File: config.mk
export PLATFORM = sky130hd
export DESIGN_NAME = axil_cmd_regs
export DESIGN_NICKNAME = d
export VERILOG_FILES = /design/src/common/ecc_pkg.sv /design/src/rtl/axil_cmd_regs.sv
export SDC_FILE = /design/constraint.sdc
export NUM_CORES = 1
export LEC_CHECK = 0
export ABC_CLOCK_PERIOD_IN_PS = 6400
export BUFFER_PORTS_ARGS = -buffer_cell sky130_fd_sc_hd__buf_2
export CORE_AREA = 4 4 138 140
export DETAILED_ROUTE_END_ITERATION = 10
export DIE_AREA = 0 0 142 144
export GPL_TIMING_DRIVEN = 0
export PLACE_DENSITY = 0.69
export SYNTH_ARGS = -nofsm -noshare
export SYNTH_HDL_FRONTEND = slang
export SYNTH_SLANG_ARGS = --single-unit
File: constraint.sdc
create_clock -name clk -period 6.4 [get_ports clk]
set_clock_uncertainty 0.15 [all_clocks]
set_input_delay 1.28 -clock clk [delete_from_list [all_inputs] [get_ports clk]]
set_output_delay 1.28 -clock clk [all_outputs]
set_load 0.01 [all_outputs]
File: src/common/ecc_pkg.sv
`default_nettype none

package ecc_pkg;

    // ************************************************************************
    // Sizes
    // ************************************************************************
    localparam int DATA_WIDTH     = 74;
    localparam int PARITY_WIDTH   = 8;
    localparam int CODE_WIDTH     = DATA_WIDTH + PARITY_WIDTH; // Parity in the top bits
    localparam int NUM_BANKS      = 4;
    localparam int BANK_DEPTH     = 16;
    localparam int ENTRY_WIDTH    = 4;
    localparam int BANK_SEL_WIDTH = 2;

    typedef logic [DATA_WIDTH-1:0]     data_t;
    typedef logic [PARITY_WIDTH-1:0]   parity_t;
    typedef logic [CODE_WIDTH-1:0]     codeword_t;
    typedef logic [ENTRY_WIDTH-1:0]    entry_t;
    typedef logic [BANK_SEL_WIDTH-1:0] bank_sel_t;
    typedef logic [6:0]                bit_pos_t;
    typedef logic [7:0]                err_count_t;
    typedef logic [7:0]                axil_addr_t;
    typedef logic [31:0]               axil_data_t;

    // Register map
    localparam axil_addr_t ADDR_WDATA0 = 8'h00;
    localparam axil_addr_t ADDR_WDATA1 = 8'h04;
    localparam axil_addr_t ADDR_WDATA2 = 8'h08;
    localparam axil_addr_t ADDR_CMD    = 8'h0C;
    localparam axil_addr_t ADDR_CTRL   = 8'h10;
    localparam axil_addr_t ADDR_RDATA0 = 8'h20;
    localparam axil_addr_t ADDR_RDATA1 = 8'h24;
    localparam axil_addr_t ADDR_RDATA2 = 8'h28;
    localparam axil_addr_t ADDR_STATUS = 8'h2C;

    typedef struct packed {
        logic      write;
        entry_t    entry;
        data_t     data;
        codeword_t flip_mask;
    } bank_req_t;

    typedef struct packed {
        logic  valid;
        data_t data;
        logic  sbit_err;
        logic  dbit_err;
    } bank_rsp_t;

    // ************************************************************************
    // SECDED code, one odd-weight column per data bit
    // ************************************************************************
    localparam parity_t CHECK_COLUMNS [DATA_WIDTH] = '{
        8'h83, 8'h85, 8'h86, 8'h07, 8'h89, 8'h8A, 8'h0B, 8'h8C,
        8'h0D, 8'h0E, 8'h8F, 8'h91, 8'h92, 8'h13, 8'h94, 8'h15,
        8'h16, 8'h97, 8'h98, 8'h19, 8'h1A, 8'h9B, 8'h1C, 8'h9D,
        8'h9E, 8'h1F, 8'hA1, 8'hA2, 8'h23, 8'hA4, 8'h25, 8'h26,
        8'hA7, 8'hA8, 8'h29, 8'h2A, 8'hAB, 8'h2C, 8'hAD, 8'hAE,
        8'h2F, 8'hB0, 8'h31, 8'h32, 8'hB3, 8'h34, 8'hB5, 8'hB6,
        8'h37, 8'h38, 8'hB9, 8'hBA, 8'h3B, 8'hBC, 8'h3D, 8'h3E,
        8'hBF, 8'hC1, 8'hC2, 8'h43, 8'hC4, 8'h45, 8'h46, 8'hC7,
        8'hC8, 8'h49, 8'h4A, 8'hCB, 8'h4C, 8'hCD, 8'hCE, 8'h4F,
        8'hD0, 8'h51
    };

    function automatic parity_t ecc_encode(input data_t data);
        parity_t parity;
        parity = '0;
        for (int i = 0; i < DATA_WIDTH; i++) begin
            parity = parity ^ ({PARITY_WIDTH{data[i]}} & CHECK_COLUMNS[i]);
        end
        return parity;
    endfunction

endpackage

`default_nettype wire
File: src/rtl/axil_cmd_regs.sv
`timescale 1ns/1ps
`default_nettype none

module axil_cmd_regs (
    input  logic                          clk,
    input  logic                          rst,
    input  ecc_pkg::axil_addr_t           awaddr,
    input  logic                          awvalid,
    output logic                          awready,
    input  ecc_pkg::axil_data_t           wdata,
    input  logic [3:0]                    wstrb,
    input  logic                          wvalid,
    output logic                          wready,
    output logic [1:0]                    bresp,
    output logic                          bvalid,
    input  logic                          bready,
    input  ecc_pkg::axil_addr_t           araddr,
    input  logic                          arvalid,
    output logic                          arready,
    output ecc_pkg::axil_data_t           rdata,
    output logic [1:0]                    rresp,
    output logic                          rvalid,
    input  logic                          rready,
    output ecc_pkg::bank_req_t            bank_req,
    output logic [ecc_pkg::NUM_BANKS-1:0] bank_valid,
    output logic                          bypass,
    output logic                          count_clear,
    input  ecc_pkg::data_t                last_data,
    input  logic                          last_sbit,
    input  logic                          last_dbit,
    input  ecc_pkg::err_count_t           sbit_count,
    input  ecc_pkg::err_count_t           dbit_count
);
    import ecc_pkg::*;

    typedef enum logic {WR_IDLE, WR_RESP} wr_state_t;
    typedef enum logic {RD_IDLE, RD_RESP} rd_state_t;

    wr_state_t wr_state;
    rd_state_t rd_state;
    logic      wr_accept;
    logic      rd_accept;
    logic      cmd_issue;
    bank_sel_t cmd_bank;
    data_t     stage_data;
    logic      flip_a_en;
    bit_pos_t  flip_a_pos;
    logic      flip_b_en;
    bit_pos_t  flip_b_pos;
    codeword_t flip_mask;

    // ************************************************************************
    // Write channel, AW and W taken together
    // ************************************************************************
    assign awready   = (wr_state == WR_IDLE) && !(awvalid && !wvalid); // Wait for W
    assign wready    = (wr_state == WR_IDLE) && !(wvalid && !awvalid); // Wait for AW
    assign wr_accept = (wr_state == WR_IDLE) && awvalid && wvalid;
    assign bvalid    = (wr_state == WR_RESP);
    assign bresp     = 2'b00;

    always_ff @(posedge clk) begin
        if (rst) begin
            wr_state <= WR_IDLE;
        end else begin
            case (wr_state)
                WR_IDLE: if (wr_accept) wr_state <= WR_RESP;
                WR_RESP: if (bready) wr_state <= WR_IDLE;
                default: wr_state <= WR_IDLE;
            endcase
        end
    end

    // Full-word writes, strobes unused
    always_ff @(posedge clk) begin
        if (wr_accept) begin
            case (awaddr)
                ADDR_WDATA0: stage_data[31:0]            <= wdata;
                ADDR_WDATA1: stage_data[63:32]           <= wdata;
                ADDR_WDATA2: stage_data[DATA_WIDTH-1:64] <= wdata[DATA_WIDTH-65:0];
                default: ;
            endcase
        end
    end

    always_ff @(posedge clk) begin
        if (rst) begin
            bypass     <= 1'b0;
            flip_a_en  <= 1'b0;
            flip_a_pos <= '0;
            flip_b_en  <= 1'b0;
            flip_b_pos <= '0;
        end else if (wr_accept && (awaddr == ADDR_CTRL)) begin
            bypass     <= wdata[0];
            flip_a_pos <= wdata[14:8];
            flip_a_en  <= wdata[15];
            flip_b_pos <= wdata[22:16];
            flip_b_en  <= wdata[23];
        end
    end

    // ************************************************************************
    // Command decode
    // ************************************************************************
    assign cmd_issue   = wr_accept && (awaddr == ADDR_CMD);
    assign cmd_bank    = wdata[5:4];
    assign count_clear = wr_accept && (awaddr == ADDR_STATUS);

    always_comb begin
        flip_mask = '0;
        if (flip_a_en && (flip_a_pos < CODE_WIDTH)) flip_mask[flip_a_pos] = 1'b1;
        if (flip_b_en && (flip_b_pos < CODE_WIDTH)) flip_mask[flip_b_pos] = 1'b1;
    end

    assign bank_req.write     = wdata[8];
    assign bank_req.entry     = wdata[3:0];
    assign bank_req.data      = stage_data;
    assign bank_req.flip_mask = wdata[8] ? flip_mask : '0; // Writes only

    always_comb begin
        for (int i = 0; i < NUM_BANKS; i++) begin
            bank_valid[i] = cmd_issue && (cmd_bank == bank_sel_t'(i));
        end
    end

    // ************************************************************************
    // Read channel
    // ************************************************************************
    assign arready   = (rd_state == RD_IDLE);
    assign rd_accept = arvalid && arready;
    assign rvalid    = (rd_state == RD_RESP);
    assign rresp     = 2'b00;

    always_ff @(posedge clk) begin
        if (rst) begin
            rd_state <= RD_IDLE;
        end else begin
            case (rd_state)
                RD_IDLE: if (rd_accept) rd_state <= RD_RESP;
                RD_RESP: if (rready) rd_state <= RD_IDLE;
                default: rd_state <= RD_IDLE;
            endcase
        end
    end

    always_ff @(posedge clk) begin
        if (rd_accept) begin
            case (araddr)
                ADDR_WDATA0: rdata <= stage_data[31:0];
                ADDR_WDATA1: rdata <= stage_data[63:32];
                ADDR_WDATA2: rdata <= {22'd0, stage_data[DATA_WIDTH-1:64]};
                ADDR_CTRL:   rdata <= {8'd0, flip_b_en, flip_b_pos, flip_a_en, flip_a_pos,
                                       7'd0, bypass};
                ADDR_RDATA0: rdata <= last_data[31:0];
                ADDR_RDATA1: rdata <= last_data[63:32];
                ADDR_RDATA2: rdata <= {22'd0, last_data[DATA_WIDTH-1:64]};
                ADDR_STATUS: rdata <= {8'd0, dbit_count, sbit_count, 6'd0, last_dbit, last_sbit};
                default:     rdata <= '0;
            endcase
        end
    end

endmodule

`default_nettype wire

=== Word-level counts from Yosys, hierarchy flattened ===
Cells that the tools add are included.

* Bits in registers: 125
* Input bits: 151
* Output and inout bits: 208
* Word-level logic and storage cells: 77

* Order comparisons: 6
* Equality and inequality tests: 15
* Muxes and demuxes: 14
* Bitwise operators: 3
* Reduce and logical (&&, ||, !) cells: 28

{| class="wikitable"
|+ Operator list
! kind !! count
|-
| $pmux W32 S8 || 1
|-
| $mux W82 || 3
|-
| $or A82 B82 Y82 || 1
|-
| $eq A8 B6 Y1 const B || 5
|-
| $eq A8 B4 Y1 const B || 3
|-
| $logic_and A1 B1 Y1 || 18
|-
| $eq A8 B3 Y1 const B || 2
|-
| $eq A8 B5 Y1 const B || 2
|-
| $logic_not A8 Y1 || 2
|-
| $lt A7 B8 Y1 const B || 2
|-
| $demux W1 S7 || 2
|-
| $ge A7 B1 Y1 const B || 2
|-
| $lt A7 B7 Y1 const B || 2
|-
| $mux W1 || 6
|-
| $reduce_and A2 Y1 || 3
|-
| $eq A2 B2 Y1 const B || 2
|-
| $logic_not A1 Y1 || 4
|-
| $pmux W1 S2 || 2
|-
| $eq A2 B1 Y1 const B || 1
|-
| $logic_not A2 Y1 || 1
|-
| $not A1 Y1 || 2
|}

=== Longest topological paths before layout ===
* Depth after elaboration: 8
* Mapped depth: 7
* Mapped depth without buffers: 4

=== Worst setup path after synthesis ===
No wires, ideal clock.

* Path type: input -> register
* Start: input port awaddr[1]
* End: register stage_data[32] (enable)
* Library setup time: 468 ps
* Arrival time: 4,556 ps
* Required time: 5,782 ps
* Setup slack: 1,226 ps
* Stages: 5
* Path buffers: 1
* Cells stage by stage: nor4_1 > nand2_1 > or3_1 > clkbuf_1 > nor3b_1

* Cells in the longest elaborated chain, start to end: 2

{| class="wikitable"
|+ RTL lines
! element !! line !! source
|-
| start, declared || axil_cmd_regs.sv:7 || <nowiki>input ecc_pkg::axil_addr_t awaddr,</nowiki>
|-
| $eq A8 B3 Y1 || axil_cmd_regs.sv:76 || <nowiki>case (awaddr)</nowiki>
|-
| $reduce_and A2 Y1 (no source line) || n/a ||
|-
| end signal, assigned || axil_cmd_regs.sv:78 || <nowiki>ADDR_WDATA1: stage_data[63:32] <= wdata;</nowiki>
|-
| end signal, assigned by index || axil_cmd_regs.sv:79 || <nowiki>ADDR_WDATA2: stage_data[DATA_WIDTH-1:64] <= wdata[DATA_WIDTH-65:0];</nowiki>
|-
| end, declared || axil_cmd_regs.sv:45 || <nowiki>data_t stage_data;</nowiki>
|}

Every way passes these cells.
A chain may end at the register's enable or synchronous reset.

==> impl_metrics.tcl <==
set metrics [dict create \
    status "finished, final reports clean" \
    ys_seq_area_share_pct 53.62 \
    min_to "bypass" \
    p_sw_w 0.0004387 \
    cellPowerDensity_nw_per_um2 211.8 \
    hold_buffers 0 \
    initial_core_util_pct 37.25 \
    startpoint_type "input pin" \
    cts.sinks 125 \
    fin_setup_tns_ns 0 \
    slew_headroom_pct 36.00 \
    seqCellArea_sq_um 3563 \
    die_x_um 142 \
    synth_area_per_cell_sq_um 11.46 \
    synth_seq_cells 125 \
    synth.area.top_cells "edfxtp_1, o22ai_1, dfxtp_1" \
    port_buffers 348 \
    path_class "input pin to primary output" \
    power_frac_seq_pct 45.2 \
    max_clock_freq_ghz 0.2204 \
    cts_tree "yes" \
    rsz0062_at_grt "false" \
    area_delta_synth_final_pct 41.16 \
    grt_pass1_vias 6402 \
    grt_max_degree 20 \
    p_clk_share_pct 45.6 \
    async_flop_share_pct 0 \
    hold_path_depth 2 \
    synth_warnings 0 \
    cts_buffer_depth 2 \
    cts_setup_buffers 0 \
    syn_area_sq_um 6645 \
    clk_pin_slew_ns 0.05 \
    fin_ws_ns 1.864 \
    core_sq_um 17840 \
    clk_latency_ns 0.40 \
    ctsResizeCount 0 \
    ant_nets 0 \
    hold_violations 0 \
    reg2reg_depth 9 \
    rows 49 \
    wl_um 26370 \
    synth_edf_count 106 \
    ios 359 \
    p_leak_nw 4.105 \
    r2r-start "bvalid" \
    synth_cell_types 47 \
    nets 1109 \
    drc 0 \
    internal-power_w 0.001548 \
    drive_gt1_share_pct 45.42 \
    vias 6676 \
    grt-ovfl-total 0 \
    crit_path_end_kind "primary output" \
    worstMarginPinSlew_ns 0.9559 \
    numCtsBuffers 17 \
    track_usage_pct 24.73 \
    reg2reg_to "stage_data[54]" \
    via_per_inst 5.549 \
    cts.root.buffer_cell "clkbuf_16" \
    cap_viol_max_count 0 \
    ir_worst_vdd_mv 0.1788 \
    synth_cells 580 \
    pre_cts_ws_ns 1.899 \
    hpwl_um 20540 \
    p_sw_share_pct 22.09 \
    arrival_ns 3.11 \
    multiInputGateArea_sq_um 2859 \
    critPathRequiredTime_ns 4.97 \
    die_y_um 144 \
    hold_path_class "register to register" \
    power_frac_comb_pct 9.1 \
    grt_pass1_wl_um 38200 \
    synth_top_cell_by_area "edfxtp_1" \
    place_congestion 0.9458 \
    wire_per_inst_um 21.92 \
    post-route-period-util_pct 70.88 \
    final-setup-viol-count 0 \
    fillers 1634 \
    finalPower_w 0.001987 \
    antenna_found_initial 5 \
    slew_violations 0 \
    h-tree-depth 4 \
    synth.top_cell.area_share_pct 47.90 \
    dominantRegCellSynth "edfxtp_1" \
    drt_pre_antenna_iters 5 \
    die_area_sq_um 20450 \
    drt_first_iter_violations 695 \
    r2r_slack_ns 3.47 \
    hp-start "bypass" \
    cp_max_fo 10 \
    min_period_ns 4.537 \
]
==> flip-flops by register name (all words and copies together) (netlist names) <==
register	cells
flip_a_en	1
rvalid	1
flip_b_en	1
flip_b_pos	7
bvalid	1
bypass	1
flip_a_pos	7
rdata	32
stage_data	74
==> power by group through the flow <==
stage / Combinational [W] / Sequential, W / Clock, W
finish: 0.000182 / 0.000899 / 0.000906
global route: 0.000196 / 0.000899 / 0.000966
CTS: 0.000182 / 0.000899 / 0.000927
detailed placement: 0.000181 / 0.000915 / 0
global placement: 0.000174 / 0.000916 / 0
floorplan: 0.0000744 / 0.000923 / 0
==> worst max-delay path, cell delays in order <==
cell,delay [ns]
buf_2,0.17
clkbuf_1,0.32
inv_1,0.14
nor4_1,0.40
nand2_1,0.34
o22ai_1,0.28
buf_2,0.17
==> layout by cell type, fill, tap and decap left out, drive strengths merged, types with 12 or more instances in the layout <==
master / instances
edfxtp: 106
mux4: 14
mux2: 16
o21ai: 17
a21oi: 13
and2: 12
clkbuf: 42
dfxtp: 19
a22oi: 21
nor2b: 13
o22a: 19
mux2i: 35
nand2: 45
o22ai: 68
nor2: 51
buf: 380
==> how the worst max path moves through the flow <==
stage	from	endpoint	slack, ns
finish	wdata[8]	bank_req[22]	1.86
global route	wdata[8]	bank_req[22]	1.69
CTS	wdata[8]	bank_req[22]	1.88
detailed placement	wdata[8]	bank_req[22]	1.90
global placement	awaddr[1]	stage_data[43]	-0.93
floorplan	awaddr[1]	stage_data[32]	1.23
==> through the flow <==
step	cell area, sq um	util, %	hold slack, ns	std cells
finish	9380	52.58	0.4033	1203
global route	9380	52.58	0.4462	1203
CTS	9373	52.54	0.4108	1200
detailed placement	8813	49.40	0.3967	1168
global placement	8685	48.68	0.3543	1160
floorplan	6656	-	0.3437	583
==> metal layers <==
metal	share of wire (%)	wire (um)	track usage [%]
met3	7.8	2058	5.026
met4	2.6	678	8.030
met1	40	10670	32.25
met2	49	12930	41.49
met5	0.10	27	0
==> cells in the mapped netlist, types with 14 or more instances <==
cell / instances
edfxtp_1: 106
o22ai_1: 68
nor2_1: 51
nand2_1: 45
mux2i_1: 35
clkbuf_1: 22
a22oi_1: 21
dfxtp_1: 19
o22a_1: 19
mux2_2: 16
o21ai_0: 16
mux4_2: 14
==> layout make-up <==
type | count | area share, %
multi-input cells | 404 | 30.48
clock buffers | 20 | 4.655
flip-flops and latches | 125 | 37.99
plain buffers | 46 | 2.414
clock inverters | 12 | 1.307
well taps | 229 | 3.055
diodes | 3 | 0.08003
repair buffers | 356 | 19.70
inverters | 8 | 0.3201
==> cells by family (layout without fill, tap and decap cells) <==
| group | Yosys count | in the layout | share of synthesized area (%) |
|---|---|---|---|
| other | 1 | 7 | 0.05643 |
| buffers and inverters | 54 | 442 | 3.860 |
| DFF | 125 | 125 | 53.62 |
| and+or+nand+nor | 173 | 173 | 13.20 |
| muxes | 65 | 65 | 12.73 |
| AOI/OAI and AO/OA | 162 | 162 | 16.53 |
Power figures use the tool's default switching activity.
