[src/common/ecc_pkg.sv]
`default_nettype none

package ecc_pkg;

    // ************************************************************************
    // Sizes
    // ************************************************************************
    localparam int DATA_WIDTH     = 74;
    localparam int PARITY_WIDTH   = 8;
    localparam int CODE_WIDTH     = DATA_WIDTH + PARITY_WIDTH; // Parity in the top bits
    localparam int NUM_BANKS      = 4;
    localparam int BANK_DEPTH     = 16;
    localparam int ENTRY_WIDTH    = 4;
    localparam int BANK_SEL_WIDTH = 2;

    typedef logic [DATA_WIDTH-1:0]     data_t;
    typedef logic [PARITY_WIDTH-1:0]   parity_t;
    typedef logic [CODE_WIDTH-1:0]     codeword_t;
    typedef logic [ENTRY_WIDTH-1:0]    entry_t;
    typedef logic [BANK_SEL_WIDTH-1:0] bank_sel_t;
    typedef logic [6:0]                bit_pos_t;
    typedef logic [7:0]                err_count_t;
    typedef logic [7:0]                axil_addr_t;
    typedef logic [31:0]               axil_data_t;

    // Register map
    localparam axil_addr_t ADDR_WDATA0 = 8'h00;
    localparam axil_addr_t ADDR_WDATA1 = 8'h04;
    localparam axil_addr_t ADDR_WDATA2 = 8'h08;
    localparam axil_addr_t ADDR_CMD    = 8'h0C;
    localparam axil_addr_t ADDR_CTRL   = 8'h10;
    localparam axil_addr_t ADDR_RDATA0 = 8'h20;
    localparam axil_addr_t ADDR_RDATA1 = 8'h24;
    localparam axil_addr_t ADDR_RDATA2 = 8'h28;
    localparam axil_addr_t ADDR_STATUS = 8'h2C;

    typedef struct packed {
        logic      write;
        entry_t    entry;
        data_t     data;
        codeword_t flip_mask;
    } bank_req_t;

    typedef struct packed {
        logic  valid;
        data_t data;
        logic  sbit_err;
        logic  dbit_err;
    } bank_rsp_t;

    // ************************************************************************
    // SECDED code, one odd-weight column per data bit
    // ************************************************************************
    localparam parity_t CHECK_COLUMNS [DATA_WIDTH] = '{
        8'h83, 8'h85, 8'h86, 8'h07, 8'h89, 8'h8A, 8'h0B, 8'h8C,
        8'h0D, 8'h0E, 8'h8F, 8'h91, 8'h92, 8'h13, 8'h94, 8'h15,
        8'h16, 8'h97, 8'h98, 8'h19, 8'h1A, 8'h9B, 8'h1C, 8'h9D,
        8'h9E, 8'h1F, 8'hA1, 8'hA2, 8'h23, 8'hA4, 8'h25, 8'h26,
        8'hA7, 8'hA8, 8'h29, 8'h2A, 8'hAB, 8'h2C, 8'hAD, 8'hAE,
        8'h2F, 8'hB0, 8'h31, 8'h32, 8'hB3, 8'h34, 8'hB5, 8'hB6,
        8'h37, 8'h38, 8'hB9, 8'hBA, 8'h3B, 8'hBC, 8'h3D, 8'h3E,
        8'hBF, 8'hC1, 8'hC2, 8'h43, 8'hC4, 8'h45, 8'h46, 8'hC7,
        8'hC8, 8'h49, 8'h4A, 8'hCB, 8'h4C, 8'hCD, 8'hCE, 8'h4F,
        8'hD0, 8'h51
    };

    function automatic parity_t ecc_encode(input data_t data);
        parity_t parity;
        parity = '0;
        for (int i = 0; i < DATA_WIDTH; i++) begin
            parity = parity ^ ({PARITY_WIDTH{data[i]}} & CHECK_COLUMNS[i]);
        end
        return parity;
    endfunction

endpackage

`default_nettype wire
[src/rtl/ecc_result_drain.sv]
`timescale 1ns/1ps
`default_nettype none

module ecc_result_drain (
    input  logic                clk,
    input  logic                rst,
    input  ecc_pkg::bank_rsp_t  rsp [ecc_pkg::NUM_BANKS],
    input  logic                count_clear,
    output ecc_pkg::data_t      last_data,
    output logic                last_sbit,
    output logic                last_dbit,
    output ecc_pkg::err_count_t sbit_count,
    output ecc_pkg::err_count_t dbit_count
);
    import ecc_pkg::*;

    bank_rsp_t sel;

    // At most one bank answers per cycle
    always_comb begin
        sel = '0;
        for (int i = 0; i < NUM_BANKS; i++) begin
            if (rsp[i].valid) begin
                sel = sel | rsp[i];
            end
        end
    end

    always_ff @(posedge clk) begin
        if (sel.valid) begin
            last_data <= sel.data;
        end
    end

    always_ff @(posedge clk) begin
        if (rst) begin
            last_sbit <= 1'b0;
            last_dbit <= 1'b0;
        end else if (sel.valid) begin
            last_sbit <= sel.sbit_err;
            last_dbit <= sel.dbit_err;
        end
    end

    // ************************************************************************
    // Saturating error counters, clear wins
    // ************************************************************************
    always_ff @(posedge clk) begin
        if (rst || count_clear) begin
            sbit_count <= '0;
            dbit_count <= '0;
        end else if (sel.valid) begin
            if (sel.sbit_err && (sbit_count != '1)) sbit_count <= sbit_count + 1'b1;
            if (sel.dbit_err && (dbit_count != '1)) dbit_count <= dbit_count + 1'b1;
        end
    end

endmodule

`default_nettype wire

[config.mk]
export PLATFORM = sky130hd
export DESIGN_NAME = ecc_result_drain
export DESIGN_NICKNAME = d
export VERILOG_FILES = /design/src/common/ecc_pkg.sv /design/src/rtl/ecc_result_drain.sv
export SDC_FILE = /design/constraint.sdc
export NUM_CORES = 1
export LEC_CHECK = 0
export BUFFER_PORTS_ARGS = -buffer_cell sky130_fd_sc_hd__clkbuf_2
export CORE_AREA = 2 2 157 159
export CTS_CLUSTER_SIZE = 12
export DETAILED_ROUTE_END_ITERATION = 7
export DIE_AREA = 0 0 159 161
export PLACE_DENSITY = 0.51
export SKIP_CTS_REPAIR_TIMING = 1
export SLEW_MARGIN = 20
export SYNTH_ARGS = -nofsm -noshare
export SYNTH_HDL_FRONTEND = slang
export SYNTH_SLANG_ARGS = --single-unit
export TNS_END_PERCENT = 50
[constraint.sdc]
create_clock -name clk -period 2.3 [get_ports clk]
set_clock_uncertainty 0.15 [all_clocks]
set_input_delay 0.23 -clock clk [delete_from_list [all_inputs] [get_ports clk]]
set_output_delay 0.23 -clock clk [all_outputs]
set_load 0.01 [all_outputs]
# Word level (Yosys, flattened, before mapping)

Index checks and enable logic that the tools add are counted.

Output and inout port bits: 92
Bits in registers: 92
Word-level logic and storage cells: 21
Bits of input ports: 311

Multiplexer cells: 4
Equality and inequality tests: 2
Add/sub/neg operators: 2
Bitwise operators: 3
Reductions and logical operators: 5

Operators by type and width:

| kind                | number |
|---|---|
| $mux 77             | 4 |
| $or 77x77->77       | 3 |
| $add 8x1->8 const B | 2 |
| $ne 8x8->1 const B  | 2 |
| $reduce_and 2->1    | 2 |
| $logic_and 1x1->1   | 2 |
| $logic_or 1x1->1    | 1 |

# Longest topological paths before layout

Gate-level depths: netlist of run 1.

Word-level depth: 9
Gate-level depth with buffers: 6

# Worst setup path before layout of run 1

OpenSTA, ideal clock, no wires.

Path kind: input port to flip-flop
Start point: input rsp[307] (netlist bit)
End point: register last_data[0] (enable)
Setup slack: -0.013 ns
Stages on the path: 2
Arrival time: 1.735 ns
Cell sequence: nor4_1 inv_1

RTL lines:

| element              | line                   | text |
|---|---|---|
| start, declared      | ecc_result_drain.sv:7  | `input ecc_pkg::bank_rsp_t rsp [ecc_pkg::NUM_BANKS],` |
| end signal, assigned | ecc_result_drain.sv:31 | `last_data <= sel.data;` |
| end, declared        | ecc_result_drain.sv:9  | `output ecc_pkg::data_t last_data,` |

# Final worst setup path of run 1

Start point: register dbit_count[0]
End point: register dbit_count[1]

Longest elaborated chain between the ends: 3
Elaborated cells on any way between the ends: 4
Those cells by class: add/sub: 1; eq/ne: 1; reduce/logical: 2

RTL lines:

| element                                             | line                   | text |
|---|---|---|
| start, declared                                     | ecc_result_drain.sv:13 | `output ecc_pkg::err_count_t dbit_count` |
| start signal, assigned                              | ecc_result_drain.sv:54 | `if (sel.dbit_err && (dbit_count != '1)) dbit_count <= dbit_count + 1'b1;` |
| branches (longest 3 deep; another with $add 8x1->8) | n/a                    |  |

Several ways; the timed one is not identified.
A chain may end at the register's enable or synchronous reset.

==> results.cfg, run 1 <==
[drt]
route.vias.total = 5176
routed_wl_mm = 19.41
drc = 0
postRouteAntennaNets = 0
via_per_inst = 4.528
drt_iter0_markers = 345
firstDrtPassIters = 4
wl_per_cell_um = 16.98

[global_routing]
track_usage_pct = 14.24
first_global_vias = 5035
grt_overflow_total = 0
grt_max_degree = 45
grt_pass1_wl_mm = 28.50
antenna_found_initial = 3

[timing]
worstMarginPinSlew_ps = 598.4
slew_viol_final = 0
tns_ps = 0
slew_headroom_pct = 60.11
finalSetupViolations = 0
rsz0062_at_grt = no
timing.final.ws_setup_ps = 530.4
hold_violations = 0
fmax_ghz = 0.5651
finalCritPeriodShare_pct = 76.94
period_needed_ps = 1770

[synthesis]
syn_area_per_cell_um2 = 10.78
syn-cell-area_um2 = 4583
syn-num-nets = 738
synth_mux_area_share_pct = 0.4368
async_flop_share_pct = 0
synth_top_family_by_area = compound AO/OA/AOI/OAI gates
yosys.area.top_type = edfxtp_1
synthAdderAreaFrac_pct = 0.5460
ys_types = 28
synth_top_area_share_pct = 48.48
synth-xor-area-share_pct = 0.3822
synth-compound-area-share_pct = 28.75
netlist_instances = 425
ys_warn_count = 0
synth_ff_type = edfxtp_1
ys_ff_latch = 92
synth_simple_gate_area_share_pct = 10.16
synth-edff-count = 74
synth_area_leaders = edfxtp_1, a22oi_1, dfxtp_1, nand2_1, clkbuf_1
synth-seq-area-share_pct = 56.35

[die]
dieWidth_um = 159
fp-row-count = 57
core_area_um2 = 23960
start_util_pct = 19.13
ioPinCount = 403
die_y_um = 161
die-area_um2 = 25600

[cts]
cts_tree = built
clock_sinks = 92
cts_root_buffer = clkbuf_16
clk_pin_slew_ps = 70
insertion_delay_ps = 340
clock_path_buffers = 2
cts_buffers = 9
cts_max_level = 3

[job]
cap_viol_max_count = 0

[power]
ir_worst_vdd_v = 0.0002607
p_total_mw = 4.290
p_leak_nw = 3.384
power_density_nw_per_um2 = 593.3

[placement]
portBuffers = 402
pre_cts_ws_ps = 509.3
gp_congestion = 0.8063
dp_hpwl_mm = 15.17

[setup_path]
crit_type = register to register
end_kind = register
arrival_ps = 1840
cp_max_fo = 14
rrSetupSlack_ps = 530
cp-start-kind = register
worstSetupStartpoint = dbit_count[0]$_SDFFE_PP0P_
reg2reg_from = dbit_count[0]$_SDFFE_PP0P_
cp_data_required_time_ps = 2370

[status]
status = completed

[finish]
multi_input_area_um2 = 1861
drive_above_1_share_pct = 52.57
fillers = 2598
ff_latch_area_um2 = 2582
nets = 1126
final_util_pct = 30.17
area_growth_pct = 57.77

[min_path]
hp-class = input pin to register
hp-start = rsp[224]
==> flip-flops by register name, summed over array words and instances (netlist names) <==
signal	count
dbit_count	8
last_sbit	1
last_dbit	1
sbit_count	8
last_data	74
==> per-stage QoR <==
step                instance area, µm²  hold WS (ps)  std cells
floorplan                         4602         149.4        425
global placement                  6950         297.3       1125
detailed placement                6950         291.8       1125
CTS                               7218        -85.06       1141
global route                      7231         10.33       1143
finish                            7231         14.45       1143
==> cells in the mapped netlist (all sizes together), types with 2 or more instances <==
cell and instances:
nor2 5, o21ai 7, a22oi 150, or3 7, a22o 2, dfxtp 18
clkbuf 25, nand4 2, inv 3, ha 2, xor2 2, or4 5
edfxtp 74, mux2i 2, nand3 7, o31ai 5, a21oi 12, buf 11
nand2 79
==> cells in the final DEF (no fill, tap or decap) <==
cell type / instances
a211oi_1: 1
a21oi_1: 12
a22o_1: 2
a22oi_1: 150
a31oi_1: 1
and4_1: 1
buf_2: 4
buf_4: 10
clkbuf_16: 9
clkbuf_2: 398
clkinv_1: 3
clkinvlp_4: 4
dfxtp_1: 18
diode_2: 1
dlygate4sd3_1: 1
edfxtp_1: 74
ha_1: 2
inv_1: 2
inv_6: 1
mux2i_1: 2
nand2_1: 79
nand3_1: 7
nand4_1: 2
nor2_1: 5
nor4_4: 1
o21ai_0: 7
o22ai_2: 1
o2bb2ai_2: 1
o31ai_1: 5
or2_2: 1
or3_1: 7
or4_1: 5
xor2_1: 2
==> final timing paths <==
check / endpoint / cells after the start
worst max register to register: dbit_count[1]$_SDFFE_PP0P_ / 5
worst min register to register: last_dbit$_SDFFE_PP0P_ / 2
worst max-delay path: dbit_count[1]$_SDFFE_PP0P_ / 5
worst min-delay path: last_data[68]$_DFFE_PP_ / 3
==> where the power goes <==
group          switching [mW]  internal, mW  leakage, nW
clock network           0.656         0.726        0.121
logic                   0.475         0.419         2.40
registers              0.0466          1.97        0.868
total                    1.18          3.11         3.38
==> per-layer routing <==
layer | vias to the layer above | global-route usage (%) | routed length (µm)
met5 | - | 0 | 27
met4 | 4 | 5.331 | 503
met3 | 33 | 4.083 | 1603
met2 | 290 | 24.19 | 9485
met1 | 2374 | 17.19 | 7792
li1 | 2475 | - | -
==> final cells by class <==
type                            count  share of cell area, %
Inverter                            3                 0.2076
Tap cell                          324                  5.607
Sequential cell                    92                  35.72
Antenna cell                        1                0.03461
Clock buffer                        9                  3.115
Multi-Input combinational cell    294                  25.73
Timing Repair Buffer              413                  29.00
Clock inverter                      7                 0.5883
==> critical path, stage by stage (launching register included) <==
cell and delay (ps):
dfxtp_1 390, ha_1 240, nand3_1 110, o2bb2ai_2 460, mux2i_1 250, nor2_1 50
==> kinds of logic after synthesis <==
logic type | Yosys count
multiplexers | 2
flip-flops | 92
buffers and inverters | 39
adder cells (fa/ha/maj) | 2
AND/OR/NAND/NOR | 108
AO/OA/AOI/OAI | 180
XOR/XNOR | 2
(Power assumes the default switching activity.)
==> run 2: changes to the inputs <==
Settings changed: CORE_AREA 2 2 157 159 to 2 2 156 158, DIE_AREA 0 0 159 161 to 0 0 158 160, PLACE_DENSITY 0.51 to 0.5.
Clock period 2.3 ns to 1.85 ns, I/O delays scaled along.
==> run 2 against run 1 <==
The run now ends with hold timing left. First-iteration DRC count down 21%. Global-route usage up 0.85 points. Fmax up 3.2%. Sequential cell count unchanged. Sequential power up 25%. Count of clock-buffer cells in the layout up 1. Critical path type unchanged.
==> results.cfg, run 2 (synthesized netlist as in run 1, its figures left out) <==
[status]
status = finished, violations left
violations = hold timing

[finish]
reg_top3 = last_data: 74 flops, dbit_count: 8 flops, sbit_count: 8 flops
drive_above_1_share_pct = 49.66
largest_reg_flops = 74
area_growth_pct = 71.61
final_util_pct = 33.02
antennaDiodeCount = 0
final_cell_mix = clkbuf_2, a22oi_1, nand2_1
stdcell_area_um2 = 7865
layout_commonest_cell = clkbuf_2
nets = 1181
top_register = last_data

[global_routing]
grt_pass1_wl_mm = 28.84
track_usage_pct = 15.10
first_global_vias = 5047
grt_max_degree = 75
grt_overflow_total = 0
antenna_found_initial = 1

[power]
p_int_mw = 4.253
power_density_nw_per_um2 = 731.4
p_sw_share_pct = 26.06
ir_worst_vdd_v = 0.0003905
p_leak_nw = 3.648
p_sw_mw = 1.499
combPwrFrac_pct = 21.6
p_seq_share_pct = 43.6
clkPwrFrac_pct = 34.8

[timing]
slew_headroom_pct = 64.89
hold_violations = 18
period_needed_ps = 1714
slew_viol_final = 0
finalSetupViolations = 0
finalCritPeriodShare_pct = 92.66
rsz0062_at_grt = no
fmax_ghz = 0.5833
timing.final.ws_setup_ps = 135.7
tns_ps = 0
hold_slack_ps = -23.17
worstMarginPinSlew_ps = 526.7

[placement]
dp_hpwl_mm = 15.62
gp_congestion = 0.8883
portBuffers = 402
dpl_cell_area_um2 = 6990
pre_cts_ws_ps = 128.7

[die]
die_y_um = 160
die-area_um2 = 25280
dieWidth_um = 158
core_area_um2 = 23820
ioPinCount = 403
fp-row-count = 57
start_util_pct = 19.24

[setup_path]
cpLargestDelayFamily = flip-flops
cp_data_required_time_ps = 1930
slowest_stage = dfxtp_1
crit_type = register to register
end_kind = register
cp_max_fo = 10
path_buf_inv = 1
arrival_ps = 1790
cp_cell_sequence = ha_1, nand3_1, o2bb2ai_4, buf_4, mux2i_1, nor2_1
slowest_delay_ps = 390
cp-start-kind = register

[drt]
firstDrtPassIters = 6
postRouteAntennaNets = 0
route.vias.total = 5376
drt_iter0_markers = 273
routed_wl_mm = 20.53
wl_per_cell_um = 17.16
drc = 0
via_per_inst = 4.495

[cts]
clock_path_buffers = 2
clk_pin_slew_ps = 70
insertion_delay_ps = 350
cts_tree = built
cts_buffers = 9
clock_sinks = 92
cts_root_buffer = clkbuf_16
cts_max_level = 3

[job]
cap_viol_max_count = 0

[min_path]
hp-class = input pin to register
## run 2: changes by cell type in the layout (fill, tap and decap cells not counted)
| cell | delta |
|---|---|
| bufinv_16 | +2 |
| o22ai_4 | +1 |
| clkbuf_1 | +1 |
| clkinv_4 | +1 |
| buf_12 | +2 |
| clkinvlp_4 | -2 |
| diode_2 | -1 |
| dlygate4sd3_1 | +53 |
| clkinv_1 | -3 |
| o22ai_2 | -1 |
| o2bb2ai_2 | -1 |
| o2bb2ai_4 | +1 |
## run 2: worst register-to-register path: stages, from the launching register on
cell and delay, ps:
dfxtp_1 390, ha_1 240, nand3_1 150, o2bb2ai_4 250, buf_4 190, mux2i_1 180, nor2_1 60
## run 2: final timing paths
| path | start | endpoint | slack, ps | cells after the start |
|---|---|---|---|---|
| max | dbit_count[1]$_SDFFE_PP0P_ | dbit_count[1]$_SDFFE_PP0P_ | 140 | 6 |
| min | rsp[181] | last_data[25]$_DFFE_PP_ | -20 | 3 |
| max reg2reg | dbit_count[1]$_SDFFE_PP0P_ | dbit_count[1]$_SDFFE_PP0P_ | 140 | 6 |
| min reg2reg | dbit_count[6]$_SDFFE_PP0P_ | dbit_count[6]$_SDFFE_PP0P_ | 350 | 2 |
## run 2: power by group through the flow
| stage | logic, mW | clock network, mW | registers [mW] |
|---|---|---|---|
| 2_1_floorplan | 0.353 | 0 | 2.65 |
| 3_3_place_gp | 1.14 | 0 | 2.55 |
| 3_5_place_dp | 1.14 | 0 | 2.56 |
| 4_1_cts | 1.14 | 2.11 | 2.51 |
| 5_1_grt | 1.36 | 2.16 | 2.53 |
| 6_report | 1.24 | 2.00 | 2.51 |
## run 2: final cells by class
type                            count  area [µm²]
Clock inverter                      5       85.08
Inverter                            3       15.01
Timing Repair Buffer              468        2668
Tap cell                          324       405.4
Sequential cell                    92        2582
Clock buffer                       10       229.0
Multi-Input combinational cell    294        1881
Fill cell                        2521       15960
## run 2: metal layers
metal	part of all wire (%)	track usage [%]
met5	0.049	0
met4	2.0	4.545
met3	7.9	4.206
met2	49	26.01
met1	41	18.20
## run 2: metrics by stage
stage               cells  total power, mW
floorplan             425            3.003
global placement     1127            3.689
detailed placement   1127            3.694
CTS                  1142            5.767
global route         1196            6.055
finish               1196            5.752
==> run 3: changes to the inputs <==
Settings changed: CORE_AREA 2 2 156 158 to 2 2 157 159, DIE_AREA 0 0 158 160 to 0 0 159 161, PLACE_DENSITY 0.5 to 0.51.
Clock period 1.85 ns to 1.5 ns, I/O delays scaled along.
==> run 3 against run 2 <==
The flow now stops in global routing. Synthesized area did not move. Synthesized cell count unchanged.
==> results.cfg, run 3 <==
[synthesis]
synth_top_area_share_pct = 48.48
yosys.area.top_type = edfxtp_1
synth.most_common_cell = a22oi_1
synth-seq-area-share_pct = 56.35
synth-edff-count = 74
syn_area_per_cell_um2 = 10.78
netlist_instances = 425
synth_simple_gate_area_share_pct = 10.16
synth_common_cells = a22oi_1, nand2_1, edfxtp_1, clkbuf_1, dfxtp_1
async_flop_share_pct = 0
synth_area_leaders = edfxtp_1, a22oi_1, dfxtp_1, nand2_1, clkbuf_1
synth-xor-area-share_pct = 0.3822
syn-num-nets = 738
ys_ff_latch = 92
synth_mux_area_share_pct = 0.4368
ys_warn_count = 0
synth_top_family_by_area = compound AO/OA/AOI/OAI gates
synth-compound-area-share_pct = 28.75
ys_types = 28
syn-cell-area_um2 = 4583
synth_ff_type = edfxtp_1
synthAdderAreaFrac_pct = 0.5460

[die]
dieWidth_um = 159
start_util_pct = 19.13
die_y_um = 161
ioPinCount = 403
fp-row-count = 57

[status]
status = did not finish
stop_error = [ERROR RSZ-0060] Max buffer count reached.
failed_stage = global routing

[timing]
grt_worst_setup_endpoint = sbit_count[4]$_SDFFE_PP0P_/D
endpoint_type = sequential cell input

[placement]
dpl_cell_area_um2 = 7201
portBuffers = 402
dp_hpwl_mm = 15.36
gp_congestion = 0.7926

[cts]
clock_sinks = 92
cts_max_level = 3
cts_root_buffer = clkbuf_16
cts_buffers = 9
clock_path_buffers = 2

[global_routing]
grt_max_degree = 42
==> run 3: cells by family after synthesis <==
group,count (synthesis)
AO/OA/AOI/OAI,180
XOR/XNOR,2
adder cells (fa/ha/maj),2
buffers and inverters,39
flip-flops,92
multiplexers,2
AND/OR/NAND/NOR,108
==> run 3: stage by stage <==
step | worst slack [ps] | TNS, ps | cells
3_3_place_gp | -94.84 | -879.0 | 1155
4_1_cts | -153.5 | -1417 | 1171
2_1_floorplan | -692.6 | -51980 | 425
3_5_place_dp | -116.8 | -1387 | 1155
==> run 4: changes to the inputs <==
Settings changed: CTS_CLUSTER_SIZE 12 to unset, PLACE_DENSITY 0.51 to unset, PLACE_DENSITY_LB_ADDON set to 0.15.
Clock period 1.5 ns to 2 ns, I/O delays scaled along.
==> run 4 against run 3 <==
The flow now finishes, with violations (hold timing).
==> results.cfg, run 4 (synthesized netlist as in run 1, its figures left out) <==
[timing]
slew_viol_final = 0
hold_violations = 15
period_needed_ps = 1789
finalCritPeriodShare_pct = 89.43
slew_headroom_pct = 68.56
tns_ps = 0
worstMarginPinSlew_ps = 471.6
hold_slack_ps = -9.672
fmax_ghz = 0.5591
rsz0062_at_grt = no
finalSetupViolations = 0

[power]
p_sw_share_pct = 26.45
power_density_nw_per_um2 = 671.1
ir_worst_vdd_v = 0.0003191
p_total_mw = 5.178
p_seq_share_pct = 44.7
p_int_mw = 3.808
combPwrFrac_pct = 21.5
clkPwrFrac_pct = 33.8
p_sw_mw = 1.369
p_leak_nw = 3.599

[setup_path]
reg2reg_from = sbit_count[0]$_SDFFE_PP0P_
end_kind = register
cp_data_required_time_ps = 2080
worstSetupStartpoint = sbit_count[0]$_SDFFE_PP0P_
arrival_ps = 1870
cp_max_fo = 10
cp-start-kind = register
crit_type = register to register
worstRegToRegCells = 6

[drt]
via_per_inst = 4.440
drc = 0
routed_wl_mm = 20.14
postRouteAntennaNets = 0
route.vias.total = 5257
wl_per_cell_um = 17.01
drt_iter0_markers = 293
firstDrtPassIters = 5

[finish]
layout_commonest_cell = clkbuf_2
area_growth_pct = 68.33
nets = 1168
antennaDiodeCount = 0
reg_top3 = last_data: 74 flops, dbit_count: 8 flops, sbit_count: 8 flops
top_register = last_data
largest_reg_flops = 74
final_cell_mix = clkbuf_2, a22oi_1, nand2_1
drive_above_1_share_pct = 50.35
fillers = 2584

[status]
violations = hold timing
status = finished, violations left

[placement]
portBuffers = 402
dp_hpwl_mm = 15.36
gp_congestion = 0.7694

[die]
ioPinCount = 403
start_util_pct = 19.13
dieWidth_um = 159
die-area_um2 = 25600
die_y_um = 161
core_area_um2 = 23960
fp-row-count = 57

[global_routing]
antenna_found_initial = 0
grt_overflow_total = 0
grt_max_degree = 59
track_usage_pct = 14.90
first_global_vias = 5023
grt_pass1_wl_mm = 29.44

[min_path]
hp-start = rsp[159]
min_path_cells = 3
hp-class = input pin to register

[cts]
cts_max_level = 3
clk_pin_slew_ps = 70
cts_tree = built
cts_root_buffer = clkbuf_16
clock_sinks = 92
insertion_delay_ps = 340
cts_buffers = 9
clock_path_buffers = 2

[job]
cap_viol_max_count = 0
[run 4: power by group through the flow]
stage | sequential, mW | clock, mW | combinational, mW
floorplan | 2.45 | 0 | 0.326
global route | 2.33 | 1.93 | 1.22
CTS | 2.32 | 1.85 | 1.06
finish | 2.31 | 1.75 | 1.11
detailed placement | 2.36 | 0 | 1.05
global placement | 2.35 | 0 | 1.06
[run 4: path summary, 6_finish.rpt]
check | endpoint | slack, ps
setup / recovery | sbit_count[1]$_SDFFE_PP0P_ | 210
hold / removal | last_data[3]$_DFFE_PP_ | -10
setup reg to reg | sbit_count[1]$_SDFFE_PP0P_ | 210
hold reg to reg | last_dbit$_SDFFE_PP0P_ | 330
[run 4: area by class of cell]
type | count | area, µm² | share of cell area (%)
clock buffers | 13 | 282.8 | 3.665
inverters | 3 | 15.01 | 0.1946
flip-flops and latches | 92 | 2582 | 33.47
clock inverters | 3 | 18.77 | 0.2433
repair buffers | 455 | 2550 | 33.05
multi-input cells | 294 | 1861 | 24.12
well taps | 324 | 405.4 | 5.255
[run 4: per-stage QoR]
step | instances | util, % | worst slack [ps] | area (µm²) | hold slack [ps]
floorplan | 425 | - | -242.6 | 4602 | 119.4
global placement | 1127 | 29.22 | 266.5 | 7003 | 267.8
detailed placement | 1127 | 29.22 | 247.1 | 7003 | 262.6
CTS | 1143 | 30.48 | 227.2 | 7305 | -115.9
global route | 1184 | 32.20 | 76.30 | 7715 | 0.7630
finish | 1184 | 32.20 | 211.3 | 7715 | -9.672
[run 4: routing by layer]
layer  part of all wire (%)  global-route usage, %
met1                     41                  17.79
met2                     50                  25.89
met3                    7.2                  4.366
met4                    1.9                  4.711
met5                      0                      0
[run 4: worst max-delay path: stages (launching register included)]
cell	delay, ps
dfxtp_1	390
ha_1	240
nand3_1	120
o22ai_2	320
buf_4	220
mux2i_1	180
nor2_1	50
